## config.mk

```make
export PLATFORM = sky130hd
export DESIGN_NAME = icache
export DESIGN_NICKNAME = d
export VERILOG_FILES = /design/src/logic/cache_pkg.sv /design/src/logic/icache.sv
export SDC_FILE = /design/constraint.sdc
export NUM_CORES = 1
export LEC_CHECK = 0
export CAP_MARGIN = 20
export CORE_MARGIN = 10
export CORE_UTILIZATION = 59
export CTS_BUF_LIST = sky130_fd_sc_hd__clkbuf_8
export DETAILED_ROUTE_END_ITERATION = 10
export DONT_BUFFER_PORTS = 1
export PLACE_DENSITY_LB_ADDON = 0.2
export SLEW_MARGIN = 30
export SYNTH_ARGS = -nofsm -noshare
export SYNTH_HDL_FRONTEND = slang
export SYNTH_SLANG_ARGS = --single-unit
```

## constraint.sdc

```tcl
create_clock -name clk -period 3.9 [get_ports clk]
set_input_delay 0 -clock clk [delete_from_list [all_inputs] [get_ports clk]]
set_output_delay 0 -clock clk [all_outputs]
set_load 0.01 [all_outputs]
```

## src/logic/cache_pkg.sv

```systemverilog
`default_nettype none

//////////////////////////////////////////////////////////////////////
// Command and response encodings of the cache port
//////////////////////////////////////////////////////////////////////

package cache_pkg;

    // Command presented by the requester
    // A command other than none is held with its address until c_done
    // The next command may already be presented in the c_done cycle
    typedef enum logic [1:0] {
        cache_none      = 2'd0,
        cache_execute   = 2'd1,
        cache_flush_all = 2'd2
    } cache_cmd_t;

    // Response that comes with c_done
    // The instruction cache here never fails, so it answers ok every time
    typedef enum logic [1:0] {
        resp_ok    = 2'd0,
        resp_error = 2'd1
    } cache_resp_t;

endpackage

`default_nettype wire

```

## src/logic/icache.sv

```systemverilog
`timescale 1ns/1ps
`default_nettype none

// Direct-mapped instruction cache, one word per line
// A command is captured when it is first presented, then looked up a cycle later
// A miss reads the word from memory, fills the line and looks up again,
// which then hits

module icache #(
    parameter int line_count = 16
) (
    input  wire                         clk,
    input  wire                         rst_n,

    // Requester side
    input  wire cache_pkg::cache_cmd_t  c_cmd,
    input  wire [31:0]                  c_address,
    output logic                        c_done,
    output cache_pkg::cache_resp_t      c_response,
    output logic [31:0]                 c_load_data,

    // Memory side
    output logic                        mem_req_valid,
    output logic [31:0]                 mem_req_addr,
    input  wire                         mem_req_ready,
    input  wire                         mem_resp_valid,
    input  wire [31:0]                  mem_resp_data
);

    // Byte offset is bits 1:0, the index sits right above it
    localparam int idx_w = $clog2(line_count);
    localparam int tag_w = 30 - idx_w;

    typedef enum logic [1:0] {
        st_idle,
        st_lookup,
        st_refill
    } state_t;

    state_t state;

    // Captured command, the requester may change c_cmd in the done cycle
    cache_pkg::cache_cmd_t req_cmd;
    logic [31:0] req_addr;
    // Memory read of the current refill was already accepted
    logic req_sent;

    logic [tag_w-1:0]      tag_q [line_count];
    logic [31:0]           data_q [line_count];
    logic [line_count-1:0] valid_q;

    logic [idx_w-1:0] req_idx;
    logic [tag_w-1:0] req_tag;
    logic             hit;
    logic             take;

    assign req_idx = req_addr[idx_w+1:2];
    assign req_tag = req_addr[31:idx_w+2];
    assign hit     = valid_q[req_idx] && (tag_q[req_idx] == req_tag);

    // A flush always finishes in its lookup cycle
    assign c_done      = (state == st_lookup) && ((req_cmd == cache_pkg::cache_flush_all) || hit);
    assign c_response  = cache_pkg::resp_ok;
    assign c_load_data = data_q[req_idx];

    // New commands are taken when idle or right as the previous one ends
    assign take = ((state == st_idle) || c_done) && (c_cmd != cache_pkg::cache_none);

    assign mem_req_valid = (state == st_refill) && !req_sent;
    assign mem_req_addr  = {req_addr[31:2], 2'b00};

    //////////////////////////////////////////////////////////////////////
    // Control
    //////////////////////////////////////////////////////////////////////

    always_ff @(posedge clk) begin
        if (!rst_n) begin
            state    <= st_idle;
            req_sent <= 1'b0;
            valid_q  <= '0;
        end else begin
            case (state)
                st_idle: begin
                    if (take) begin
                        state <= st_lookup;
                    end
                end
                st_lookup: begin
                    // Valid bits drop at the end of the flush done cycle
                    if (req_cmd == cache_pkg::cache_flush_all) begin
                        valid_q <= '0;
                    end
                    if (c_done) begin
                        state <= take ? st_lookup : st_idle;
                    end else begin
                        state    <= st_refill;
                        req_sent <= 1'b0;
                    end
                end
                st_refill: begin
                    if (mem_req_valid && mem_req_ready) begin
                        req_sent <= 1'b1;
                    end
                    if (mem_resp_valid && req_sent) begin
                        valid_q[req_idx] <= 1'b1;
                        state            <= st_lookup;
                    end
                end
                default: begin
                    state <= st_idle;
                end
            endcase
        end
    end

    //////////////////////////////////////////////////////////////////////
    // Captured request and line arrays
    //////////////////////////////////////////////////////////////////////

    always_ff @(posedge clk) begin
        if (take) begin
            req_cmd  <= c_cmd;
            req_addr <= c_address;
        end
        // Line fill, the next lookup reads it back
        if ((state == st_refill) && mem_resp_valid) begin
            tag_q[req_idx]  <= req_tag;
            data_q[req_idx] <= mem_resp_data;
        end
    end

endmodule

`default_nettype wire

```

# Word level (Yosys, flattened, before mapping)

Memory sizes are Yosys's and may differ from the RTL's. A register that Yosys moved wholly into a read port is not among the register bits.
Cells that the tools add are included.
W data, S select, Z words.

Register bits after elaboration: 53
RAM bits: 928
Input bits: 70
Output and inout bits: 68
Memories kept: 2

Memory list:

| memory | words | width | read ports | clocked after memory_dff | write ports | line         | RTL |
|---|---|---|---|---|---|---|---|
| data_q | 16    | 32    | 1          | 1                        | 1           | icache.sv:49 | `logic [31:0] data_q [line_count];` |
| tag_q  | 16    | 26    | 1          | 1                        | 1           | icache.sv:48 | `logic [tag_w-1:0] tag_q [line_count];` |

$lt $le $gt $ge: 2
Eq/ne operators: 9
Multiplexer cells: 19
Bitwise gates (word level): 1
Reductions and logical operators: 17

Operators with widths:

| kind                 | count |
|---|---|
| $mux W16             | 2 |
| $pmux W16 S2         | 1 |
| $eq A26 B26 Y1       | 1 |
| $or A16 B16 Y16      | 1 |
| $logic_and A1 B1 Y1  | 8 |
| $mux W4              | 2 |
| $mux W1              | 7 |
| $mux W2              | 3 |
| $ne A2 B1 Y1 const B | 3 |
| $pmux W2 S3          | 1 |
| $reduce_and A3 Y1    | 2 |
| $lt A4 B5 Y1 const B | 1 |
| $bmux W1 S4          | 1 |
| $demux W1 S4         | 1 |
| $eq A2 B2 Y1 const B | 2 |
| $ge A4 B1 Y1 const B | 1 |
| $ne A2 B2 Y1 const B | 2 |
| $reduce_bool A2 Y1   | 2 |
| $eq A2 B1 Y1 const B | 1 |
| $logic_not A2 Y1     | 1 |
| $logic_or A1 B1 Y1   | 2 |
| $pmux W1 S2          | 1 |
| $reduce_and A2 Y1    | 1 |
| $logic_not A1 Y1     | 1 |

# Logic depth before layout (Yosys ltp)

Gate-level depths: netlist of the first run.

Depth after elaboration: 10
Mapped depth: 13
Mapped depth without buffers: 8

# Least setup slack after synthesis of the first run

OpenSTA, ideal clock, no wires.

Path kind: register to register
Start point: register req_addr[2]
End point: memory data_q[13][0], enable pin
Arrival: 3.661 ns
Required time: 3.426 ns
Setup slack: -0.235 ns
Cell stages (with the launch flop): 5
Path through: edfxtp_1 -> clkbuf_1 -> nor2b_1 -> nand2_1 -> nor2_1

RTL lines:

| what                   | line          | RTL |
|---|---|---|
| start, declared        | icache.sv:44  | `logic [31:0] req_addr;` |
| start signal, assigned | icache.sv:123 | `req_addr <= c_address;` |
| end, declared          | icache.sv:49  |  |

Straight into the memory's write port.

==> qor.yml, run 1 <==
num_rows: 92
cp_max_fo: 13
finalHoldViolCount: 0
cellLeakagePower_nw: 14.2
grt_max_degree: 57
first_pass_iters: 5
overflow: 0
ys_seq_area_share_pct: 77.7
die_x_um: 273
dieArea_um2: 74400
synthXorXnorAreaFrac_pct: 0.790
numPortBuffers: 0
clock_sinks: 983
yosysWarningCount: 0
drc: 0
place.gp.congestion: 0.773
avgViaCountPerCell: 6.15
synth_top_family_by_area: "multiplexers"
vias: 17800
drt-met1-wl_um: 32700
cp-end-kind: "primary output"
avgSynthCellArea_um2: 23.2
worstSetupPathType: "flip-flop to primary output"
status: "completed"
finalCritPeriodShare_pct: 97.6
synth_flop_cell: "edfxtp_1"
finalCoreUtilization_pct: 69.0
yosys_register_bits: 983
layout.nets: 1997
p_per_area_nw_per_um2: 536
crit_path_start_kind: "flip-flop"
slew_headroom_pct: 43.1
grt_pass1_wl_um: 123000
cap_violations: 0
synthCells: 1625
worstPathArrival_ns: 3.81
finalClockSkew_ns: 0.0310
hold_slack_ns: 0.108
area_growth_pct: 15.7
yosys.area_share.simple_pct: 1.65
cp.required_ns: 3.90
final_max_slew_viol_count: 0
async_flop_share_pct: 0
hp-class: "input port to flip-flop"
post-route-min-period_ns: 3.81
finalWirelength_um: 81900
start_util_pct: 59.7
final_layout_size_suffix_gt1_share_pct: 28.7
max_freq_mhz: 263
root_buffer: "clkbuf_8"
clock_path_buffers: 3
setup_viol: 0
clock_latency_ns: 0.80
synth.area.mux_share_pct: 17.2
final_common_cell: "edfxtp_1"
coreArea_um2: 63200
grt_usage_pct: 22.5
dpl.hpwl_um: 43700
die_y_um: 273
final_cell_mix: "edfxtp_1, mux4_2, clkbuf_8, dlygate4sd3_1, buf_4"
grt_pass1_vias: 18900
routedWlPerCell_um: 28.3
drt_iter0_drc: 2032
rsz0062_at_grt: "true"
clkTransAtPathRegs_ns: 0.06
wl_met3_um: 5320
antenna_found_initial: 3
netlist_area_um2: 37700
yosysUniqueCellTypes: 55
synth-compound-area-share_pct: 1.40
ios: 138
dr_wl_met2_um: 42300
highest_layer: "met5"
irDropWorstVdd_v: 0.000520
final_antenna_net_count: 0
ctsHtreeMaxLevel: 4
synth-adder-area-share_pct: 0
worst_pin_slew_ns: 0.851
synth_edf_count: 960
cts_tree: "done"
cts_made_buffers: 155
[critical path, stage by stage (launching register included)]
cell and delay, ns:
dfxtp_4 0.36, buf_12 0.15, buf_16 0.15, buf_4 0.16, mux4_2 0.51, mux2i_1 0.18
mux2i_1 0.12, xor2_1 0.20, nor4_2 0.37, and4_4 0.32, and3_4 0.20, buf_6 0.13
o21a_4 0.14
[final cells by class]
class	count	area (µm²)
clock buffers	161	2220
flip-flops and latches	983	29300
clock inverters	112	582
diodes	1	2.50
repair buffers	221	2320
fillers	3875	19600
multi-input cells	562	8110
well taps	846	1060
inverters	4	16.3
[stage by stage]
step	setup TNS (ns)	setup WS [ns]	power (mW)	area (µm²)	instances
after global placement	0	0.155	15.4	39500	2491
after detailed placement	0	0.147	15.5	39500	2491
after global routing	-0.0189	-0.0189	24.3	43600	2890
after floorplan	-107.43	-0.235	14.6	37700	1628
final	0	0.0921	23.4	43600	2890
after CTS	-0.140	-0.140	23.5	43400	2870
[routing by layer]
layer | global-route usage [%] | vias up
met5 | 0 | -
met3 | 4.94 | 119
met1 | 30.1 | 9472
met2 | 37.2 | 667
li1 | - | 7525
met4 | 6.67 | 2
[cells by family after synthesis]
group / after synthesis
compound gates: 77
xor+xnor: 34
buf+inv: 83
flops: 983
mux: 323
other cells: 1
simple gates: 124
[cell usage after synthesis (all sizes together) (2+ instances only)]
cell,number,share of area (%)
a31oi,11,0.18
o221a,2,0.060
mux4,258,15
and3,6,0.10
o22ai,2,0.033
a22oi,8,0.16
buf,55,0.98
a2111oi,2,0.066
mux2,2,0.060
o21ai,10,0.13
a311o,4,0.11
or2,2,0.033
o21a,2,0.040
nor2,44,0.44
xor2,25,0.58
nand3,8,0.11
a21oi,20,0.27
nand2b,8,0.13
nor3,2,0.027
a21o,2,0.040
mux2i,63,1.7
xnor2,9,0.21
edfxtp,960,76
a22o,3,0.070
dfxtp,23,1.2
a211oi,4,0.080
nor2b,11,0.18
inv,4,0.040
nor4,4,0.15
clkbuf,24,0.24
nand2,30,0.30
and2,3,0.050
[report_power, final]
part           switching, mW  internal [mW]  total, mW
Combinational           1.75           1.70       3.46
Clock                   3.85           4.02       7.87
Sequential             0.224           11.8       12.0
Total                   5.82           17.5       23.4
[state kept, by name (all words and copies together), names as in the netlist, named ones only]
signal,cells
data_q,512
req_addr,30
req_cmd,2
req_sent,1
state,2
tag_q,416
valid_q,16
[what timing repair did]
action / CTS / global route
buffers inserted: 2 / 19
pin swaps: 0 / 4
hold endpoints to repair: 570 / 0
hold buffers: 104 / 0
endpoints found under the setup margin: 17 / 15
gates resized for setup: 3 / 13
[path summary, 6_finish.rpt]
check	start	to	slack (ns)	depth (start not counted)
setup / recovery	flip-flop	c_done	0.09	12
hold / removal	mem_resp_valid	tag_q[5][0]	0.11	3
setup reg to reg	flip-flop	req_sent	0.23	13
hold reg to reg	valid_q[4]	valid_q[4]	0.47	2
Note: power is estimated with default switching activity, not from simulation.
==> run 2, diff against run 1 <==
==> constraint.sdc (replaced) <==
create_clock -name clk -period 3.9 [get_ports clk]
set_input_delay 0.78 -clock clk [delete_from_list [all_inputs] [get_ports clk]]
set_output_delay 0.78 -clock clk [all_outputs]
set_load 0.01 [all_outputs]
==> qor.yml, run 2 (synthesis gave the netlist of run 1 again) <==
status: "finished, violations left"
violations: "setup timing"
final_antenna_net_count: 0
die_x_um: 273
clkTransAtPathRegs_ns: 0.06
cp_num_buf_inv: 2
seq_area_um2: 29300
clock_path_buffers: 3
num_rows: 92
coreArea_um2: 63200
cp_max_fo: 12
post-route-min-period_ns: 4.39
ios: 138
clock_sinks: 983
max_stage_delay_ns: 0.57
worst-r2r-setup-slack_ns: 0.40
clock_latency_ns: 0.81
cpMaxStageDelayCell: "mux4_1"
setup_viol: 7
start_util_pct: 59.7
regMostFlops: "data_q"
drt_iter0_drc: 1606
avgViaCountPerCell: 6.28
top_regs: "data_q x512, tag_q x416, req_addr x30"
first_pass_iters: 5
finalWirelength_um: 82600
design_area_um2: 43000
p_per_area_nw_per_um2: 543
final_layout_size_suffix_gt1_share_pct: 30.2
rr_worst_depth: 11
min_path_cells: 0
nFillCells: 3890
drc: 0
worstPathArrival_ns: 3.61
finalCoreUtilization_pct: 68.0
dieArea_um2: 74400
worst_pin_slew_ns: 0.837
die_y_um: 273
grt_usage_pct: 22.6
cap_violations: 0
rsz0062_at_grt: "true"
cp.required_ns: 3.12
grt_pass1_vias: 18500
setup_slack_ns: -0.487
max_freq_mhz: 228
cellLeakagePower_nw: 13.9
largest_reg_flops: 512
ctsHtreeMaxLevel: 4
irDropWorstVdd_v: 0.000456
critPathMostFrequentCell: "buf_12"
finalHoldViolCount: 0
worstSetupPathType: "flip-flop to primary output"
overflow: 0
vias: 17700
cp_cell_sequence: "buf_12 > buf_12 > mux4_1 > mux4_2 > xnor2_1 > nand2_1 > nor4_4 > and3_4 > o21a_1"
slew_headroom_pct: 44.2
final_cell_mix: "edfxtp_1, mux4_2, clkbuf_8, buf_4, mux2i_1"
final_max_slew_viol_count: 0
hp-class: "input port to flip-flop"
hold_slack_ns: 0.0759
dpl.hpwl_um: 43600
dpl_cell_area_um2: 39500
cts_tree: "done"
crit_path_start_kind: "flip-flop"
cts_made_buffers: 154
grt_pass1_wl_um: 122000
area_growth_pct: 14.0
multi_input_area_um2: 8110
crit_cells: 9
layout.nets: 1925
final_common_cell: "edfxtp_1"
antenna_found_initial: 2
crit_family: "multiplexers"
cp-end-kind: "primary output"
finalClockSkew_ns: 0.0318
root_buffer: "clkbuf_8"
numPortBuffers: 0
place.gp.congestion: 0.781
routedWlPerCell_um: 29.3
grt_max_degree: 73
finalCritPeriodShare_pct: 112
==> run 2: cell types whose count changed in the layout (fill, tap and decap cells not counted), sizes merged <==
cell         delta
dlygate4sd3    -79
clkinv          +8
buf             +5
inv             -4
bufbuf          +1
bufinv          -1
clkinvlp        -1
diode           +1
==> run 2: final timing paths <==
| path | from | end |
|---|---|---|
| worst min register to register | valid_q[9] | valid_q[9] |
| worst max register to register | flip-flop | req_addr[10] |
| worst min-delay path | mem_resp_data[4] | data_q[9][4] |
| worst max-delay path | flip-flop | c_done |
==> run 2: power by group <==
part,total (mW),internal [mW],switching (mW)
sequential,12.0,11.8,0.197
clock,7.78,3.92,3.86
combinational,3.53,1.76,1.78
total,23.3,17.5,5.83
==> run 2: worst register-to-register path, stage by stage (launching register included) <==
cell and delay [ns]:
dfxtp_4 0.36, buf_12 0.13, buf_12 0.18, mux4_1 0.58, mux4_2 0.50, xnor2_1 0.18, nand2_1 0.17, nor4_4 0.29
and3_4 0.27, buf_4 0.15, o21a_2 0.18, buf_12 0.18
==> run 2: per-stage QoR <==
step / cells / total power, mW / setup WS (ns) / setup TNS, ns
global placement: 2501 / 15.5 / 0.0618 / 0
detailed placement: 2501 / 15.5 / 0.00353 / 0
CTS: 2814 / 23.5 / -0.572 / -1.82
global route: 2819 / 24.3 / -0.634 / -3.41
finish: 2820 / 23.3 / -0.487 / -0.642
floorplan: 1628 / 14.6 / -0.235 / -107.43
==> run 2: area by class of cell <==
class / instances / share of cell area, %
sequential: 983 / 68.2
multi-input combinational: 562 / 18.9
inverter: 4 / 0.0378
antenna: 2 / 0.0116
clock inverter: 114 / 1.31
clock buffer: 159 / 5.09
tap: 846 / 2.46
timing repair buffer: 150 / 4.05
==> run 2: repair_timing <==
item,CTS,global route
cloned,2,2
pin swaps,5,1
buffers inserted,13,2
resized for setup,21,8
setup endpoints to repair,31,19
hold buffers,25,0
endpoints found under the hold margin,118,0
==> run 2: metal layers <==
layer | track usage, % | routed length, µm
met1 | 29.9 | 32700
met5 | 0 | 0
met4 | 7.32 | 1730
met3 | 5.41 | 6000
met2 | 36.9 | 42100
==> run 3, diff against run 2 <==
--- a/config.mk
+++ b/config.mk
@@ -6,6 +6,7 @@
 export NUM_CORES = 1
 export LEC_CHECK = 0
 export CAP_MARGIN = 20
+export CORE_ASPECT_RATIO = 0.7
 export CORE_MARGIN = 10
 export CORE_UTILIZATION = 59
 export CTS_BUF_LIST = sky130_fd_sc_hd__clkbuf_8
==> qor.yml, run 3 (synthesis gave the netlist of run 1 again) <==
rsz0062_at_grt: "true"
clock_sinks: 983
cp_cell_sequence: "buf_4 > buf_12 > buf_16 > mux4_2 > mux2i_1 > xnor2_1 > o22ai_1 > nand2_2 > nor4_4 > and3_4 > o21a_1"
finalCoreUtilization_pct: 67.5
rr_endpoint: "req_addr[11]"
regMostFlops: "data_q"
drc: 0
grt_max_degree: 59
cts_tree: "done"
min_path_cells: 0
top_regs: "data_q x512, tag_q x416, req_addr x30"
vias: 17700
multi_input_area_um2: 8150
crit_cells: 11
clkPwrFrac_pct: 31.5
irDropWorstVdd_v: 0.000376
cp_num_buf_inv: 3
cts_made_buffers: 142
post-route-min-period_ns: 4.43
coreArea_um2: 63200
antenna_cells: 0
max_stage_delay_ns: 0.54
nFillCells: 3943
finalCritPeriodShare_pct: 114
violations: "setup timing"
final_max_slew_viol_count: 0
drt_iter0_drc: 2100
max_freq_mhz: 226
clkTransAtPathRegs_ns: 0.06
cellLeakagePower_nw: 13.7
finalClockSkew_ns: 0.0297
place.gp.congestion: 0.788
fin_tns_setup_ns: -0.530
seq_area_um2: 29300
area_growth_pct: 13.2
status: "finished, violations left"
crit_family: "multiplexers"
cap_violations: 0
clock_latency_ns: 0.80
first_pass_iters: 5
dpl.hpwl_um: 41300
dieArea_um2: 74600
ios: 138
setup_viol: 1
antenna_found_initial: 1
layout.nets: 1905
final_antenna_net_count: 0
overflow: 0
rr_worst_depth: 13
final_layout_size_suffix_gt1_share_pct: 31.5
worstSetupEndpoint: "c_done"
cp_max_fo: 20
crit_path_start_kind: "flip-flop"
worst_pin_slew_ns: 0.745
largest_reg_flops: 512
grt_pass1_wl_um: 121000
worst-r2r-setup-slack_ns: 0.34
start_util_pct: 59.7
setup_slack_ns: -0.530
fin_total_pwr_mw: 22.9
cp.required_ns: 3.12
avgViaCountPerCell: 6.39
pre_cts_ws_ns: -0.00613
finalWirelength_um: 81600
routedWlPerCell_um: 29.4
num_rows: 77
finalHoldViolCount: 0
ctsHtreeMaxLevel: 4
die_y_um: 232
p_sw_share_pct: 25.3
hp-class: "input port to flip-flop"
worstPathArrival_ns: 3.65
slew_headroom_pct: 50.4
numPortBuffers: 0
die_x_um: 322
final_cell_mix: "edfxtp_1, mux4_2, clkbuf_8, buf_4, mux2i_1"
final_common_cell: "edfxtp_1"
pwr-share-comb_pct: 16.0
cp-end-kind: "primary output"
p_sw_mw: 5.79
root_buffer: "clkbuf_8"
clock_path_buffers: 3
dpl_cell_area_um2: 39500
seqPwrFrac_pct: 52.5
design_area_um2: 42700
grt_usage_pct: 22.3
p_per_area_nw_per_um2: 536
cpMaxStageDelayCell: "mux4_2"
grt_pass1_vias: 18200
internal_power_mw: 17.1
worstSetupPathType: "flip-flop to primary output"
==> run 3: cell types whose count changed in the layout (fill, tap and decap cells not counted), moves of 3 or more <==
cell,before,now
dlygate4sd3_1,25,3
clkbuf_8,159,144
clkinv_1,37,28
clkinvlp_4,3,10
buf_12,26,32
buf_4,83,88
mux4_1,8,4
mux4_2,250,254
mux2i_1,62,59
mux2i_2,1,4
==> run 3: worst min path at each step <==
| stage | slack (ns) | to | startpoint |
|---|---|---|---|
| 6_report | 0.07 | data_q[12][18] | mem_resp_data[18] |
| 3_3_place_gp | 0.44 | valid_q[7] | valid_q[7] |
| 4_1_cts | 0.0003 | data_q[1][12] | mem_resp_data[12] |
| 3_5_place_dp | 0.46 | valid_q[11] | valid_q[11] |
| 2_1_floorplan | 0.43 | valid_q[10] | valid_q[10] |
| 5_1_grt | 0.03 | data_q[8][21] | mem_resp_data[21] |
==> run 3: layout make-up <==
cell class | instances | share of cell area [%]
inverters | 4 | 0.0498
clock inverters | 107 | 1.12
flip-flops and latches | 983 | 68.7
clock buffers | 144 | 4.64
multi-input cells | 562 | 19.1
well taps | 829 | 2.43
repair buffers | 142 | 3.98
==> run 3: per-layer routing <==
| layer | part of all wire (%) | global-route usage [%] | up-vias |
|---|---|---|---|
| met1 | 42 | 32.4 | 9462 |
| li1 | - | - | 7331 |
| met4 | 2.0 | 7.50 | 0 |
| met5 | 0 | 0 | - |
| met2 | 48 | 33.8 | 785 |
| met3 | 8.2 | 4.94 | 121 |
==> run 3: timing repair <==
| item | CTS | global route |
|---|---|---|
| pin swaps | 3 | 15 |
| resized for setup | 39 | 27 |
| hold endpoints to repair | 3 | 0 |
| endpoints found under the setup margin | 33 | 9 |
| cloned | 3 | 1 |
| hold buffers | 3 | 0 |
| setup buffers | 21 | 17 |
==> run 3: per-stage QoR <==
step,hold WS (ns),cells
2_1_floorplan,0.431,1628
3_3_place_gp,0.441,2475
3_5_place_dp,0.461,2475
4_1_cts,0.000317,2753
5_1_grt,0.0270,2771
6_report,0.0699,2771
==> run 3: power by group through the flow <==
stage               clock (mW)  sequential, mW  combinational, mW
floorplan                    0            12.2               2.39
global placement             0            12.3               3.21
detailed placement           0            12.3               3.24
CTS                       7.39            12.0               3.56
global route              7.87            12.0               3.91
finish                    7.21            12.0               3.66
