===== src/logic/cache_pkg.sv =====
`default_nettype none

//////////////////////////////////////////////////////////////////////
// Command and response encodings of the cache port
//////////////////////////////////////////////////////////////////////

package cache_pkg;

    // Command presented by the requester
    // A command other than none is held with its address until c_done
    // The next command may already be presented in the c_done cycle
    typedef enum logic [1:0] {
        cache_none      = 2'd0,
        cache_execute   = 2'd1,
        cache_flush_all = 2'd2
    } cache_cmd_t;

    // Response that comes with c_done
    // The instruction cache here never fails, so it answers ok every time
    typedef enum logic [1:0] {
        resp_ok    = 2'd0,
        resp_error = 2'd1
    } cache_resp_t;

endpackage

`default_nettype wire


===== src/logic/fetch_pkg.sv =====
`default_nettype none

//////////////////////////////////////////////////////////////////////
// Encodings shared between the fetch unit and the decode stage
//////////////////////////////////////////////////////////////////////

package fetch_pkg;

    // Kind of item that fetch offers to decode
    // An instruction item carries the fetched word and its PC
    // An interrupt item carries no valid instruction, it only tells decode
    // that an interrupt is waiting while fetch has nothing else to offer
    typedef enum logic [0:0] {
        f2d_instr             = 1'b0,
        f2d_interrupt_pending = 1'b1
    } f2d_type_t;

    // Commands that decode sends back to fetch
    // Decode qualifies them with d2f_ready, they are ignored otherwise
    // A flush empties the instruction cache before the next fetch
    typedef enum logic [1:0] {
        d2f_none         = 2'd0,
        d2f_start_branch = 2'd1,
        d2f_flush        = 2'd2
    } d2f_cmd_t;

endpackage

`default_nettype wire

===== src/logic/fetch_unit.sv =====
`timescale 1ns/1ps
`default_nettype none

// Fetch unit
// Sends one cache command at a time and hands each fetched word to decode
// A new command goes out when nothing is active, or when the active fetch
// finished and decode took its result in that same cycle
// Decode commands that show up while a fetch is in flight are remembered
// and served once the fetch is over

module fetch_unit (
    input  wire                         clk,
    input  wire                         rst_n,
    input  wire [31:0]                  reset_vector,

    // Cache port
    input  wire                         c_done,
    input  wire cache_pkg::cache_resp_t c_response,
    input  wire [31:0]                  c_load_data,
    output cache_pkg::cache_cmd_t       c_cmd,
    output logic [31:0]                 c_address,

    // Interrupt and debug
    input  wire                         interrupt_pending,
    input  wire                         dbg_mode,
    output logic                        busy,

    // Towards decode
    output logic                        f2d_valid,
    output fetch_pkg::f2d_type_t        f2d_type,
    output logic [31:0]                 f2d_instr,
    output logic [31:0]                 f2d_pc,

    // From decode
    input  wire                         d2f_ready,
    input  wire fetch_pkg::d2f_cmd_t    d2f_cmd,
    input  wire [31:0]                  d2f_branchtarget
);

    // Command and address that were on the cache port last cycle
    cache_pkg::cache_cmd_t active_cmd;
    logic [31:0] pc;

    // Word that decode did not take yet
    logic [31:0] saved_data;
    logic [31:0] saved_data_nxt;
    logic        saved_valid;
    logic        saved_valid_nxt;

    // Decode commands waiting for the current fetch to end
    logic        branched;
    logic        branched_nxt;
    logic [31:0] branched_target;
    logic [31:0] branched_target_nxt;
    logic        flushed;
    logic        flushed_nxt;

    // Low during reset and the first cycle after it
    logic run_en;

    logic        active;
    logic        exec_done;
    logic        fetch_err;
    logic        d2f_branch;
    logic        d2f_flush_cmd;
    logic        flushing;
    logic        branching;
    logic        can_issue;
    logic [31:0] branching_target;
    logic [31:0] pc_plus_4;

    assign active    = active_cmd != cache_pkg::cache_none;
    assign exec_done = active && c_done && (active_cmd == cache_pkg::cache_execute);
    // Failed fetches are retried at the same address
    assign fetch_err = exec_done && (c_response != cache_pkg::resp_ok);

    assign d2f_branch    = d2f_ready && (d2f_cmd == fetch_pkg::d2f_start_branch);
    assign d2f_flush_cmd = d2f_ready && (d2f_cmd == fetch_pkg::d2f_flush);

    // Pending means either remembered earlier or arriving right now
    assign flushing         = flushed || d2f_flush_cmd;
    assign branching        = branched || d2f_branch;
    assign branching_target = d2f_branch ? d2f_branchtarget : branched_target;
    assign pc_plus_4        = pc + 32'd4;

    assign busy = active;

    // Next command may go out unless a fetch is still running or decode stalls
    // on a word that is offered right now
    assign can_issue = run_en
        && !(active && !c_done)
        && !(saved_valid && !d2f_ready)
        && !(exec_done && !fetch_err && !d2f_ready);

    //////////////////////////////////////////////////////////////////////
    // Offer to decode and next cache command
    //////////////////////////////////////////////////////////////////////

    always_comb begin
        c_cmd     = cache_pkg::cache_none;
        c_address = pc;
        f2d_valid = 1'b0;
        f2d_type  = fetch_pkg::f2d_instr;
        f2d_instr = c_load_data;
        f2d_pc    = pc;

        saved_data_nxt      = saved_data;
        saved_valid_nxt     = saved_valid;
        branched_nxt        = branched;
        branched_target_nxt = branched_target;
        flushed_nxt         = flushed;

        // A saved word always goes first, pc still points at it
        if (saved_valid) begin
            f2d_valid       = 1'b1;
            f2d_instr       = saved_data;
            saved_valid_nxt = !d2f_ready;
        end else if (exec_done && !fetch_err) begin
            // Straight from the cache, kept if decode is not ready
            f2d_valid       = 1'b1;
            saved_valid_nxt = !d2f_ready;
            saved_data_nxt  = c_load_data;
        end else if (!active && interrupt_pending && run_en) begin
            // Nothing active and nothing saved
            f2d_valid = 1'b1;
            f2d_type  = fetch_pkg::f2d_interrupt_pending;
        end

        // Every accepted decode command is noted first
        // Issuing below clears what it serves
        if (d2f_flush_cmd) begin
            flushed_nxt = 1'b1;
        end
        if (d2f_branch) begin
            branched_nxt        = 1'b1;
            branched_target_nxt = d2f_branchtarget;
        end

        if (active && !c_done) begin
            // Keep the command and address steady until the cache answers
            c_cmd = active_cmd;
        end else if (can_issue && !dbg_mode) begin
            if (flushing) begin
                c_cmd       = cache_pkg::cache_flush_all;
                flushed_nxt = 1'b0;
            end else if (branching) begin
                c_cmd        = cache_pkg::cache_execute;
                c_address    = branching_target;
                branched_nxt = 1'b0;
            end else begin
                c_cmd     = cache_pkg::cache_execute;
                c_address = fetch_err ? pc : pc_plus_4;
            end
        end
    end

    //////////////////////////////////////////////////////////////////////
    // State registers
    //////////////////////////////////////////////////////////////////////

    // Reset acts like a taken branch to reset_vector, so the first
    // fetch comes out of the normal branch path
    always_ff @(posedge clk) begin
        if (!rst_n) begin
            active_cmd      <= cache_pkg::cache_none;
            saved_valid     <= 1'b0;
            branched        <= 1'b1;
            branched_target <= reset_vector;
            flushed         <= 1'b0;
            run_en          <= 1'b0;
        end else begin
            active_cmd      <= c_cmd;
            saved_valid     <= saved_valid_nxt;
            branched        <= branched_nxt;
            branched_target <= branched_target_nxt;
            flushed         <= flushed_nxt;
            run_en          <= 1'b1;
        end
    end

    always_ff @(posedge clk) begin
        pc         <= c_address;
        saved_data <= saved_data_nxt;
    end

endmodule

`default_nettype wire


===== config.mk =====
export PLATFORM = sky130hd
export DESIGN_NAME = fetch_unit
export DESIGN_NICKNAME = d
export VERILOG_FILES = /design/src/logic/cache_pkg.sv /design/src/logic/fetch_pkg.sv /design/src/logic/fetch_unit.sv
export SDC_FILE = /design/constraint.sdc
export NUM_CORES = 1
export LEC_CHECK = 0
export BUFFER_PORTS_ARGS = -buffer_cell sky130_fd_sc_hd__buf_2
export CAP_MARGIN = 20
export CORE_MARGIN = 5
export CORE_UTILIZATION = 52
export DETAILED_ROUTE_END_ITERATION = 8
export HOLD_SLACK_MARGIN = 0.1
export PLACE_DENSITY = 0.83
export SYNTH_ARGS = -nofsm -noshare
export SYNTH_HDL_FRONTEND = slang
export SYNTH_SLANG_ARGS = --single-unit

===== constraint.sdc =====
create_clock -name clk -period 6 [get_ports clk]
set_clock_uncertainty 0.05 [all_clocks]
set_input_delay 1.2 -clock clk [delete_from_list [all_inputs] [get_ports clk]]
set_output_delay 1.2 -clock clk [all_outputs]
set_load 0.005 [all_outputs]

### Yosys cells after proc, flatten, opt, wreduce, memory -nomap -nowiden

Index checks and enable logic that the tools add are counted.
W data, S select, Z words.

* input bits: 106
* word-level logic and storage cells: 69
* register bits: 102

* bitwise logic cells: 1
* $add $sub $neg: 1
* equality and inequality tests: 3
* muxes and demuxes: 28
* reduce and logical (&&, ||, !) cells: 28

Operators with widths (count)
* $mux W32: 8
* $add A32 B3 Y32 const B: 1
* $mux W1: 17
* $logic_and A1 B1 Y1: 15
* $logic_not A1 Y1: 8
* $mux W2: 3
* $eq A2 B1 Y1 const B: 2
* $reduce_bool A2 Y1: 2
* $eq A2 B2 Y1 const B: 1
* $logic_or A1 B1 Y1: 2
* $reduce_and A2 Y1: 1
* $not A1 Y1: 1

### Depth between registers and ports, before layout

Gate-level depths: netlist of run 1.

* word-level depth: 12
* gate-level depth with buffers: 8
* gate-level depth less buffers: 6

### Least setup slack after synthesis of run 1

Ideal clock, no wire load.

* path type: input-to-reg
* start point: input port c_response[1]
* end point: register saved_data[0] (enable)
* data arrival time: 3.832 ns
* setup time: 0.461 ns
* stages: 3
* setup slack: 1.656 ns
* data required time: 5.489 ns
* cell sequence: or2_1 > buf_2 > nor3_1

* cells in the longest elaborated chain, start to end: 5

RTL lines
* from (decl): RTL line fetch_unit.sv:18 `input wire cache_pkg::cache_resp_t c_response,`
* $reduce_bool A2 Y1: RTL line fetch_unit.sv:75 `assign fetch_err = exec_done && (c_response != cache_pkg::resp_ok);`
* $logic_and A1 B1 Y1: RTL line fetch_unit.sv:75
* $logic_not A1 Y1: RTL line fetch_unit.sv:118 `end else if (exec_done && !fetch_err) begin`
* $logic_and A1 B1 Y1: RTL line fetch_unit.sv:118
* $reduce_and A2 Y1 (no line)
* to (signal assigned): RTL line fetch_unit.sv:183 `saved_data <= saved_data_nxt;`
* to (decl): RTL line fetch_unit.sv:45 `logic [31:0] saved_data;`

No other way between the ends.
A chain may end at the register's enable or synchronous reset.

### Worst setup path in the final report of run 1

* start point: input port c_response[1]
* end point: output port c_address[26]

* cells in the longest elaborated chain, start to end: 10
* elaborated cells on any way between the ends: 13
* classes of those cells: mux: 5; reduce/logical: 8

RTL lines
* $reduce_bool A2 Y1 *: RTL line fetch_unit.sv:75
* $logic_and A1 B1 Y1 *: RTL line fetch_unit.sv:75
* $logic_not A1 Y1: RTL line fetch_unit.sv:93 `&& !(exec_done && !fetch_err && !d2f_ready);`
* $logic_and A1 B1 Y1 (2 in series): RTL line fetch_unit.sv:93
* $logic_not A1 Y1: RTL line fetch_unit.sv:93
* $logic_and A1 B1 Y1: RTL line fetch_unit.sv:93
* $logic_and A1 B1 Y1: RTL line fetch_unit.sv:142 `end else if (can_issue && !dbg_mode) begin`
* $mux W32 *: RTL line fetch_unit.sv:142
* $mux W32 *: RTL line fetch_unit.sv:139 `if (active && !c_done) begin`
* to (decl): RTL line fetch_unit.sv:21 `output logic [31:0] c_address,`

Every way passes the cells marked *; elsewhere a longest branch is shown, timed or not.

==> results of run 1 <==
-- routing by layer --
metal	wire, µm	vias to the layer above	track usage
li1	-	2402	-
met4	219	0	0.0613
met5	0	-	0
met2	7340	271	0.425
met3	1480	33	0.0684
met1	6640	2294	0.350
-- synth_stat cells (8+ instances only) --
cell type,n,area [µm²]
sky130_fd_sc_hd__nor2_1,50,188
sky130_fd_sc_hd__edfxtp_1,32,961
sky130_fd_sc_hd__a31oi_1,37,231
sky130_fd_sc_hd__nand3_1,16,80.1
sky130_fd_sc_hd__buf_2,8,40.0
sky130_fd_sc_hd__o21ai_0,31,155
sky130_fd_sc_hd__nand2_1,65,244
sky130_fd_sc_hd__mux2_2,32,360
sky130_fd_sc_hd__a21oi_1,37,185
sky130_fd_sc_hd__nand4_1,13,81.3
sky130_fd_sc_hd__inv_1,13,48.8
sky130_fd_sc_hd__dfxtp_1,70,1400
sky130_fd_sc_hd__clkbuf_1,27,101
sky130_fd_sc_hd__a21boi_0,8,60.1
-- kinds of logic (layout without fill, tap and decap cells) --
family,after synthesis,after routing,share of synthesized area
compound gates,170,170,0.224
xor+xnor,1,1,0.00176
fa+ha+maj,1,1,0.00252
buf+inv,51,245,0.0428
flops,102,102,0.475
mux,39,39,0.0866
simple gates,178,178,0.167
-- power groups by stage --
stage               sequential, W  combinational [W]  clock (W)
global route             0.000910           0.000539   0.000464
detailed placement       0.000910           0.000485          0
CTS                      0.000894           0.000487   0.000434
floorplan                0.000888           0.000243          0
global placement         0.000907           0.000476          0
finish                   0.000900           0.000489   0.000428
-- path summary, 6_finish.rpt --
kind / slack (ns) / cells past startpoint / from / endpoint
min: 0.43 / 2 / branched_target[12] / branched_target[12]
min reg2reg: 0.43 / 2 / branched_target[12] / branched_target[12]
max: 1.40 / 7 / c_response[1] / c_address[26]
max reg2reg: 3.63 / 5 / branched / f2d_pc[15]
-- cell type report --
type,instances,share of cell area
multi-input cells,389,0.382
inverters,13,0.00776
repair buffers,216,0.178
flip-flops and latches,102,0.376
clock inverters,7,0.0109
well taps,129,0.0257
clock buffers,9,0.0197
-- flip-flops by register name, indices dropped and copies added (netlist names) --
name	count
branched_target	32
f2d_pc	32
saved_data	32
active_cmd	2
branched	1
flushed	1
run_en	1
saved_valid	1
-- critical path, cell delays in order --
cell	delay (ns)
sky130_fd_sc_hd__buf_2	0.10
sky130_fd_sc_hd__or2_1	0.36
sky130_fd_sc_hd__o31ai_1	0.41
sky130_fd_sc_hd__or2_2	0.66
sky130_fd_sc_hd__a21oi_1	0.11
sky130_fd_sc_hd__a211oi_1	0.32
sky130_fd_sc_hd__buf_2	0.17
-- per-stage QoR --
stage	instance area, µm²	setup slack (ns)	hold WS [ns]	cells	total power [W]
2_1_floorplan	4970	1.66	0.396	542	0.00113
3_3_place_gp	6070	1.52	0.407	847	0.00138
3_5_place_dp	6070	1.43	0.411	847	0.00139
4_1_cts	6260	1.43	0.428	863	0.00181
5_1_grt	6290	1.21	0.454	865	0.00191
6_report	6290	1.40	0.426	865	0.00182
-- cell usage in the layout, fill, tap and decap left out, types with 4 or more instances in the layout --
cell / n
sky130_fd_sc_hd__nor2_1: 49
sky130_fd_sc_hd__nand4_1: 13
sky130_fd_sc_hd__o22a_1: 6
sky130_fd_sc_hd__and2_1: 6
sky130_fd_sc_hd__o22ai_1: 4
sky130_fd_sc_hd__nor3_1: 4
sky130_fd_sc_hd__edfxtp_1: 32
sky130_fd_sc_hd__buf_4: 9
sky130_fd_sc_hd__a21boi_0: 8
sky130_fd_sc_hd__a31oi_1: 37
sky130_fd_sc_hd__dfxtp_1: 70
sky130_fd_sc_hd__nand2_1: 65
sky130_fd_sc_hd__a21oi_1: 37
sky130_fd_sc_hd__inv_1: 13
sky130_fd_sc_hd__nand3_1: 16
sky130_fd_sc_hd__o31a_1: 7
sky130_fd_sc_hd__a2bb2oi_1: 6
sky130_fd_sc_hd__o31ai_1: 5
sky130_fd_sc_hd__nand2b_1: 4
sky130_fd_sc_hd__mux2_2: 32
sky130_fd_sc_hd__clkbuf_8: 9
sky130_fd_sc_hd__mux2i_1: 7
sky130_fd_sc_hd__buf_2: 206
sky130_fd_sc_hd__o21ai_0: 31
sky130_fd_sc_hd__o21a_1: 5
sky130_fd_sc_hd__a21o_1: 4
==> PnR_summary.wiki, run 1 <==
{| class="wikitable"
! Metric !! Value
|-
| Result of the run || finished clean
|-
| Number of vias in the routed layout || 5000
|-
| Clk Tree Root Cell || sky130_fd_sc_hd__clkbuf_8
|-
| Required time reported for the critical path endpoint || 4.75 ns
|-
| Overall fraction of global-route tracks in use || 0.261
|-
| Drt first-iter violations || around 390
|-
| Net Switching || ~0.00063 W
|-
| Std-Cell Core Area || approximately 9300 µm²
|-
| Synth Register Bits || between 100 and 150
|-
| Internal power consumption || 0.00119 W
|-
| Max-slew violation count || 0
|-
| Die span in y || 108 µm
|-
| Antenna violations before repair || 0
|-
| Filler cell count || roughly 780
|-
| Share of post-route cells with drive strength above 1 || 0.372
|-
| Highest fanout seen on the critical path || 38
|-
| Remaining routing DRC violations || 0
|-
| Area of the mapped netlist || between 4000 and 5000 µm²
|-
| Peak supply drop || ~160 µV
|-
| CTS tree || done
|-
| Row cnt || 35
|-
| I/O Pins || roughly 210
|-
| Area taken by multi-input logic gates || about 2400 µm²
|-
| Count of inserted antenna diode cells || 0
|-
| Die footprint || about 12000 µm²
|-
| Class of the most critical setup path || in -> out
|-
| Iteration count of the initial detailed-routing pass || 6
|-
| DRT antenna net count || 0
|-
| Slew HR || 0.521
|-
| Part of the Yosys area used for sequential elements || 0.475
|-
| Number of failing setup endpoints in the final timing report || 0
|-
| Drt total wl || approximately 16000 µm
|-
| Hold buffers post-CTS || 0
|-
| Power per cell area || between 200 and 300 nW/µm²
|-
| Portion of total power attributed to the clock network || 0.236
|-
| Max_cap viols || 0
|-
| End-of-flow core utilization || 0.677
|-
| Share of the clock period used by the worst path || 0.767
|-
| Post-CTS setup buffer count || 0
|-
| Routability congestion estimate || a little under 1
|-
| Syn Inst Count || between 500 and 600
|-
| Portion of total power attributed to sequential cells || 0.495
|-
| Via count of the first global-routing pass || 4763
|-
| Total gr overflow || 0
|-
| Post-route minimum period || ~4.6 ns
|-
| Drt wl/cell || 18.1 µm
|-
| Post-synthesis net count || approximately 650
|-
| Proportion of synthesized flip-flops having asynchronous set or reset || 0
|-
| Clock-pin transition on the worst setup and hold timing paths || approximately 0.10 ns
|-
| Maximum operating frequency || ~220 MHz
|-
| Final hold violations || 0
|-
| Register area || approximately 2400 µm²
|-
| Nature of the critical path endpoint || output pin
|-
| Combinational Power Share || 0.269
|-
| Number of sinks handled by clock tree synthesis || ~100
|-
| Detail-routed via count per cell || 5.78
|-
| Clock latency reported for the late side of the worst-skew pair || roughly 0.37 ns
|-
| Data arrival at the endpoint of the critical path || between 3 and 4 ns
|-
| Reported leakage power || between 2 and 3 nW
|-
| TNS Setup || 0 ns
|-
| Initial core utilization || 0.535
|-
| Area growth from synthesis to layout || 26.5%
|-
| Sw frac || 0.347
|-
| Total clock buffers created by CTS || 9
|-
| Startpoint kind of the worst setup timing path || input pin
|-
| Layout net count || 838
|-
| Clock buffer depth || 2
|-
| Actual slew at the worst max-slew pin || 0.718 ns
|-
| Final HPWL from detailed placement || about 12000 µm
|-
| Syn avg cell area || 9.17 µm²
|-
| Count of yosys warnings during synthesis || 0
|-
| Global-route wire length before repair || ~24000 µm
|-
| Horizontal extent of the die || around 110 µm
|-
| Post_cts resized || 0
|-
| Number of port buffers || a little over 200
|-
| Most instantiated flip-flop cell in the synthesis netlist || sky130_fd_sc_hd__dfxtp_1
|-
| H-tree level count || 3
|-
| Unique masters post-synth || 56
|-
| RSZ-0062 raised after global routing || no
|-
| Type of the tightest min-delay check || reg -> reg
|-
| Largest net degree at the start of global routing || 71
|-
| Number of synthesized flops with an enable pin || 32
|}
Power figures use the tool's default switching activity.
==> run 2: changes to the inputs <==
Settings changed: CORE_UTILIZATION 52 to 48, PLACE_DENSITY 0.83 to 0.77.
Clock period 6 ns to 4.63 ns, I/O delays scaled along.
==> run 2 against run 1 <==
- die area rose by 7.5%
- wire length is 3.2% higher
- setup slack worse by 0.68 ns
- largest power group unchanged
- critical path type unchanged
- clock power up 29%
- sequential share of layout area is 0.25 points lower
- final cell count up 1.4%
- register-to-register slack got worse by 1.4 ns
- count of clock-buffer cells in the layout grew 1
==> PnR_summary.wiki, run 2 (synthesized netlist as in run 1, its figures left out) <==
{| class="wikitable"
! Metric !! Value
|-
| Result of the run || finished clean
|-
| Total gr overflow || 0 (unchanged)
|-
| Clock buffer depth || 2 (unchanged)
|-
| Final hold violations || 0 (unchanged)
|-
| Highest-count cells in the layout ignoring fill and taps || 206 x sky130_fd_sc_hd__buf_2, 70 x sky130_fd_sc_hd__dfxtp_1, 65 x sky130_fd_sc_hd__nand2_1
|-
| CTS tree || done
|-
| Combinational Power Share || 0.271 (+0.002)
|-
| Std-Cell Core Area || 10200 µm² (+10%)
|-
| Remaining routing DRC violations || 0 (unchanged)
|-
| Number of vias in the routed layout || 5073 (+1.5%)
|-
| Net Switching || 0.000786 W (+25%)
|-
| Nature of the critical path endpoint || output pin
|-
| Routability congestion estimate || 0.973 (+1.1%)
|-
| Final HPWL from detailed placement || 12300 µm (+3.1%)
|-
| Minimum setup slack among reg-to-reg paths || 2.21 ns (-1.42 ns)
|-
| Clock-pin transition on the worst setup and hold timing paths || 0.10 ns (about the same)
|-
| Actual slew at the worst max-slew pin || 0.647 ns (-0.0709 ns)
|-
| Post-CTS setup buffer count || 0 (unchanged)
|-
| Die footprint || 12500 µm² (+7.5%)
|-
| Max_cap viols || 0 (unchanged)
|-
| RSZ-0062 raised after global routing || no
|-
| Highest fanout seen on the critical path || 20 (-47%)
|-
| Count of inserted antenna diode cells || 0 (unchanged)
|-
| Drt wl/cell || 18.4 µm (+1.8%)
|-
| Data arrival at the endpoint of the critical path || 2.94 ns (-0.41 ns)
|-
| Cells traversed along the worst timing path || buf_2 > or2_1 > o31ai_1 > or2_2 > buf_4 > o21ai_0 > o21ai_0 > buf_2
|-
| Post-route insts no fill || 877 (+1.4%)
|-
| Share of post-route cells with drive strength above 1 || 0.374 (+0.00154)
|-
| Peak supply drop || 195 µV (+21%)
|-
| Reported leakage power || 2.71 nW (+0.53%)
|-
| Clock latency reported for the late side of the worst-skew pair || 0.37 ns (about the same)
|-
| Overall fraction of global-route tracks in use || 0.248 (-0.0133)
|-
| Placed Cells incl. Taps || 860 (+1.5%)
|-
| Drt total wl || 16200 µm (+3.2%)
|-
| Commonest non-fill, non-tap cell in the layout || sky130_fd_sc_hd__buf_2
|-
| Routed met2 length || 7390 µm (+0.68%)
|-
| Maximum single-stage delay on the critical path || 0.44 ns (-0.22 ns)
|-
| Antenna violations before repair || 0 (unchanged)
|-
| Portion of total power attributed to sequential cells || 0.495 (about the same)
|-
| Power per cell area || 373 nW/µm² (+29%)
|-
| Routed length on met3 || 1720 µm (+17%)
|-
| Start point of the critical path || c_response[1]
|-
| Post-route minimum period || around 3.9 ns
|-
| Largest net degree at the start of global routing || 71 (unchanged)
|-
| Launch point of the worst reg-to-reg path || branched
|-
| Sw frac || 0.333 (-0.0144)
|-
| Clk Tree Root Cell || sky130_fd_sc_hd__clkbuf_8
|-
| Row cnt || 37 (+5.7%)
|-
| Number of sinks handled by clock tree synthesis || 102 (unchanged)
|-
| TNS Setup || 0 ns (unchanged)
|-
| Die span in y || 112 µm (+3.7%)
|-
| Cell count of the worst reg-to-reg path || 5 (unchanged)
|-
| Total clock buffers created by CTS || 9 (unchanged)
|-
| Number of failing setup endpoints in the final timing report || 0 (unchanged)
|-
| Top layer used by detailed routing || met4
|-
| Share of the clock period used by the worst path || 0.845
|-
| Required time reported for the critical path endpoint || 3.65 ns (-1.10 ns)
|-
| Drt first-iter violations || 404 (+4.9%)
|-
| Max-slew violation count || 0 (unchanged)
|-
| Hold Crit Depth || 2 (unchanged)
|-
| Iteration count of the initial detailed-routing pass || 6 (unchanged)
|-
| Hold Startpoint || branched_target[13]
|-
| Type of the tightest min-delay check || reg -> reg
|-
| Area growth from synthesis to layout || 27.3%
|-
| Number of port buffers || 206 (unchanged)
|-
| Hold buffers post-CTS || 0 (unchanged)
|-
| Via count of the first global-routing pass || 4850 (+1.8%)
|-
| Crit-path slowest cell || sky130_fd_sc_hd__or2_2
|-
| Global-route wire length before repair || 25200 µm (+4.2%)
|-
| Class of the most critical setup path || in -> out
|-
| Post_cts resized || 0 (unchanged)
|-
| Maximum operating frequency || between 200 and 300 MHz
|-
| Internal power consumption || 0.00157 W (+33%)
|-
| Worst r2r dst || f2d_pc[27]
|-
| H-tree level count || 3 (unchanged)
|-
| Slew HR || 0.565 (+0.0437)
|-
| Portion of total power attributed to the clock network || 0.234 (-0.002)
|-
| DRT antenna net count || 0 (unchanged)
|-
| I/O Pins || 207 (unchanged)
|-
| Startpoint kind of the worst setup timing path || input pin
|-
| Hold Path End || branched_target[13]
|-
| Initial core utilization || 0.486 (-0.0496)
|-
| Layout net count || 843 (+0.60%)
|-
| Detail-routed via count per cell || 5.78 (about the same)
|-
| Horizontal extent of the die || 112 µm (+3.7%)
|-
| Metal-1 WL || 6710 µm (+1.0%)
|}
-- run 2: layout make-up --
| class | count | area, µm² |
|---|---|---|
| Inverter | 13 | 48.8 |
| Clock inverter | 6 | 61.3 |
| Multi-Input combinational cell | 389 | 2400 |
| Sequential cell | 102 | 2360 |
| Fill cell | 893 | 3900 |
| Tap cell | 136 | 170 |
| Clock buffer | 10 | 128 |
| Timing Repair Buffer | 221 | 1160 |
-- run 2: worst max-delay path, delay by kind of cell --
family | cells | cell delay [ns]
compound gates | 3 | 0.69
buf+inv | 3 | 0.52
simple gates | 2 | 0.79
-- run 2: worst max-delay path by stage --
stage,to,slack (ns),depth (start not counted)
6_report,c_address[5],0.72,8
4_1_cts,c_address[5],0.72,8
2_1_floorplan,saved_data[0],0.56,3
3_5_place_dp,c_address[5],0.74,8
3_3_place_gp,c_address[10],0.82,8
5_1_grt,c_address[27],0.55,6
-- run 2: stage by stage --
| stage | util | worst slack, ns | area [µm²] | hold slack (ns) | power [W] |
|---|---|---|---|---|---|
| 6_report | 0.619 | 0.717 | 6330 | 0.426 | 0.00236 |
| 2_1_floorplan | - | 0.560 | 4970 | 0.396 | 0.00147 |
| 4_1_cts | 0.617 | 0.723 | 6310 | 0.427 | 0.00236 |
| 3_3_place_gp | 0.598 | 0.820 | 6120 | 0.407 | 0.00181 |
| 5_1_grt | 0.619 | 0.549 | 6330 | 0.445 | 0.00249 |
| 3_5_place_dp | 0.598 | 0.736 | 6120 | 0.410 | 0.00181 |
-- run 2: per-layer routing --
metal | vias up | global-route usage
li1 | 2393 | -
met1 | 2370 | 0.330
met2 | 274 | 0.388
met3 | 36 | 0.0799
met4 | 0 | 0.0706
met5 | - | 0
-- run 2: power groups by stage --
stage	Combinational, W	Sequential (W)	Clock, W
after floorplan	0.000315	0.00115	0
after global placement	0.000625	0.00118	0
after detailed placement	0.000631	0.00118	0
after CTS	0.000636	0.00116	0.000557
after global routing	0.000705	0.00118	0.000602
final	0.000639	0.00117	0.000553
==> run 3: changes to the inputs <==
Settings changed: ABC_AREA set to 1, CORE_UTILIZATION 48 to 44, PLACE_DENSITY 0.77 to 0.73.
Clock period 4.63 ns to 3.5 ns, I/O delays scaled along.
==> run 3 against run 2 <==
- largest cell class unchanged
- wire length down 0.60%
- critical endpoint is now c_address[18]
- non-clock buffer count shrank 5
- sequential share of layout area down 2.0 points
- clock power increased by 97%
==> PnR_summary.wiki, run 3 <==
{| class="wikitable"
! Metric !! Value
|-
| Power per cell area || 517 nW/µm² (+39%)
|-
| Via count of the first global-routing pass || 4984 (+2.8%)
|-
| Drt wl/cell || 15.1 µm (-18%)
|-
| XOR/XNOR share of the synthesized area || 0.00838 (+0.00662)
|-
| Portion of total power attributed to the clock network || 0.315 (+0.081)
|-
| Proportion of synthesized flip-flops having asynchronous set or reset || 0 (unchanged)
|-
| Most used standard cell by instance count after synthesis || sky130_fd_sc_hd__nand2_1
|-
| Slew HR || 0.620 (+0.0552)
|-
| Count of inserted antenna diode cells || 0 (unchanged)
|-
| Place WS || 0.300 ns (-0.435 ns)
|-
| Most instantiated flip-flop cell in the synthesis netlist || sky130_fd_sc_hd__dfxtp_1
|-
| Post-Place Cell Area || 6360 µm² (+3.9%)
|-
| Portion of total power attributed to sequential cells || 0.436 (-0.059)
|-
| Maximum operating frequency || roughly 310 MHz
|-
| Cells traversed along the worst timing path || buf_2 > nor2_1 > inv_1 > nand2_1 > nand2_1 > nor2_4 > nand2_1 > nor2_1 > nand2_1 > nand2_1 > nand2_1 > nand2_1 > inv_1 > buf_2
|-
| RSZ-0062 raised after global routing || no
|-
| Global-route wire length before repair || 25100 µm (-0.71%)
|-
| Number of sinks handled by clock tree synthesis || 102 (unchanged)
|-
| Number of port buffers || 206 (unchanged)
|-
| Post_cts resized || 0 (unchanged)
|-
| Number of vias in the routed layout || 5360 (+5.7%)
|-
| Syn avg cell area || 7.28 µm² (-21%)
|-
| Register area || 2360 µm² (unchanged)
|-
| Initial core utilization || 0.454 (-0.0323)
|-
| Hold Startpoint || f2d_pc[0]
|-
| Worst hold-check slack || 0.431 ns (+0.00458 ns)
|-
| Data arrival at the endpoint of the critical path || 2.51 ns (-0.43 ns)
|-
| Routability congestion estimate || 0.913 (-6.2%)
|-
| TNS Setup || 0 ns (unchanged)
|-
| Launch point of the worst reg-to-reg path || f2d_pc[3]
|-
| Most used cell along the critical path || sky130_fd_sc_hd__nand2_1
|-
| Share of the clock period used by the worst path || 0.930
|-
| Cell taking the most area after synthesis || sky130_fd_sc_hd__dfxtp_1
|-
| Start point of the critical path || c_response[1]
|-
| Clock buffer depth || 2 (unchanged)
|-
| Peak-usage layer in the global routing report || met2
|-
| Internal power consumption || 0.00236 W (+50%)
|-
| Commonest non-fill, non-tap cell in the layout || sky130_fd_sc_hd__nand2_1
|-
| Crit-path slowest cell || sky130_fd_sc_hd__nand2_1
|-
| Largest net degree at the start of global routing || 59 (-17%)
|-
| Syn Inst Count || 718 (+32%)
|-
| Remaining routing DRC violations || 0 (unchanged)
|-
| Final worst setup slack || 0.244 ns (-0.474 ns)
|-
| Drt first-iter violations || 294 (-27%)
|-
| Clock latency reported for the late side of the worst-skew pair || 0.35 ns (-0.02 ns)
|-
| Met2 capacity usage during global routing || 0.369 (-0.0198)
|-
| Drt total wl || 16100 µm (-0.60%)
|-
| Die span in y || 119 µm (+6.4%)
|-
| Hold buffers post-CTS || 0 (unchanged)
|-
| Synth Register Bits || 102 (unchanged)
|-
| Reported leakage power || 3.47 nW (+28%)
|-
| Iteration count of the initial detailed-routing pass || 5 (-1)
|-
| Post-synthesis net count || 825 (+27%)
|-
| Required time reported for the critical path endpoint || 2.75 ns (-0.90 ns)
|-
| Total clock buffers created by CTS || 9 (unchanged)
|-
| Net Switching || 0.00110 W (+40%)
|-
| Row cnt || 39 (+5.4%)
|-
| Antenna violations before repair || 0 (unchanged)
|-
| Synthesized-area fraction occupied by ao, oa, aoi and oai cells || 0.0865 (-0.138)
|-
| Detail-routed via count per cell || 5.05 (-13%)
|-
| Commonest cells post-synth || 272 x sky130_fd_sc_hd__nand2_1, 70 x sky130_fd_sc_hd__dfxtp_1, 59 x sky130_fd_sc_hd__nor2_1
|-
| H-tree level count || 3 (unchanged)
|-
| Met3 track utilization from global routing || 0.0573 (-0.0225)
|-
| Type of the tightest min-delay check || reg -> reg
|-
| Count of yosys warnings during synthesis || 0 (unchanged)
|-
| Max_cap viols || 0 (unchanged)
|-
| Number of failing setup endpoints in the final timing report || 0 (unchanged)
|-
| Post-synthesis share of cell area spent on full adders, half adders and majority gates || 0.00240 (-0.000122)
|-
| Area growth from synthesis to layout || 27.9%
|-
| Die footprint || 14200 µm² (+13%)
|-
| Share of post-route cells with drive strength above 1 || 0.277 (-0.0963)
|-
| Combinational Power Share || 0.249 (-0.022)
|-
| Met1 track demand over resource || 0.273 (-0.0575)
|-
| Highest-count cells in the layout ignoring fill and taps || 272 x sky130_fd_sc_hd__nand2_1, 206 x sky130_fd_sc_hd__buf_2, 70 x sky130_fd_sc_hd__dfxtp_1
|-
| Overall fraction of global-route tracks in use || 0.220 (-0.0281)
|-
| Maximum single-stage delay on the critical path || 0.43 ns (about the same)
|-
| Actual slew at the worst max-slew pin || 0.569 ns (-0.0788 ns)
|-
| Main combinational cell family by area after synthesis || simple AND/OR/NAND/NOR gates
|-
| Horizontal extent of the die || 119 µm (+6.4%)
|-
| Simple-gate share of the synthesized area || 0.329 (+0.162)
|-
| Clock-pin transition on the worst setup and hold timing paths || 0.07 ns (-0.03 ns)
|-
| Unique masters post-synth || 37 (-34%)
|-
| DRT antenna net count || 0 (unchanged)
|-
| Peak supply drop || 374 µV (+92%)
|-
| Class of the most critical setup path || in -> out
|-
| Highest fanout seen on the critical path || 16 (-20%)
|-
| Number of synthesized flops with an enable pin || 32 (unchanged)
|-
| Layout net count || 1021 (+21%)
|-
| Post-synth top area share || 0.268 (-0.0136)
|-
| Result of the run || finished clean
|-
| Mux cell area share after synthesis || 0.0479 (-0.0387)
|-
| Area of the mapped netlist || 5220 µm² (+5.1%)
|-
| Part of the Yosys area used for sequential elements || 0.452 (-0.0230)
|-
| Std-Cell Core Area || 11500 µm² (+13%)
|-
| Max-slew violation count || 0 (unchanged)
|-
| Post-CTS setup buffer count || 0 (unchanged)
|-
| Post-route minimum period || 3.26 ns
|-
| Clk Tree Root Cell || sky130_fd_sc_hd__clkbuf_16
|-
| I/O Pins || 207 (unchanged)
|-
| Startpoint kind of the worst setup timing path || input pin
|-
| Total gr overflow || 0 (unchanged)
|-
| Top area cells in the synthesized netlist || sky130_fd_sc_hd__dfxtp_1 27%, sky130_fd_sc_hd__nand2_1 20%, sky130_fd_sc_hd__edfxtp_1 18%
|-
| Area taken by multi-input logic gates || 2480 µm² (+3.1%)
|-
| Nature of the critical path endpoint || output pin
|-
| Final HPWL from detailed placement || 12400 µm (+0.74%)
|-
| Final hold violations || 0 (unchanged)
|-
| Sw frac || 0.318 (-0.0150)
|-
| Design area || 6680 µm² (+5.6%)
|-
| Filler cell count || 1132 (+27%)
|-
| CTS tree || done
|}
## run 3: metal layers
layer | part of all wire | vias up
li1 | - | 2704
met1 | 0.43 | 2397
met2 | 0.46 | 233
met3 | 0.083 | 26
met4 | 0.029 | 0
met5 | 0 | -
## run 3: layout make-up
cell class              instances  share of cell area
inverters                      58              0.0330
multi-input cells             527               0.371
clock inverters                 6              0.0140
repair buffers                216               0.167
well taps                     143              0.0268
clock buffers                  10              0.0343
flip-flops and latches        102               0.354
## run 3: logic make-up after synthesis
kind of cell / after synthesis
AND/OR/NAND/NOR: 412
flip-flops: 102
buffers and inverters: 89
AO/OA/AOI/OAI: 84
multiplexers: 25
XOR/XNOR: 5
adder cells (fa/ha/maj): 1
## run 3: worst max-delay path: cells and delay by family
kind | cells | cell delay, ns
AND/OR/NAND/NOR | 10 | 1.45
buffers and inverters | 4 | 0.36
## run 3: power groups by stage
stage,sequential [W],clock [W],combinational (W)
2_1_floorplan,0.00149,0,0.000462
3_3_place_gp,0.00152,0,0.000849
3_5_place_dp,0.00153,0,0.000857
4_1_cts,0.00150,0.00111,0.000865
5_1_grt,0.00152,0.00115,0.000974
6_report,0.00151,0.00109,0.000858
## run 3: per-stage QoR
step,std cells,util,total power (W)
final,1062,0.580,0.00345
after global routing,1062,0.580,0.00365
after CTS,1062,0.580,0.00348
after detailed placement,1046,0.552,0.00239
after global placement,1046,0.552,0.00237
after floorplan,718,-,0.00196
## run 3: worst paths after layout
| kind | slack (ns) | depth (start not counted) | to |
|---|---|---|---|
| worst max-delay path | 0.24 | 14 | c_address[18] |
| worst max register to register | 1.48 | 12 | f2d_pc[18] |
| worst min-delay path | 0.43 | 2 | f2d_pc[0] |
| worst min register to register | 0.43 | 2 | f2d_pc[0] |
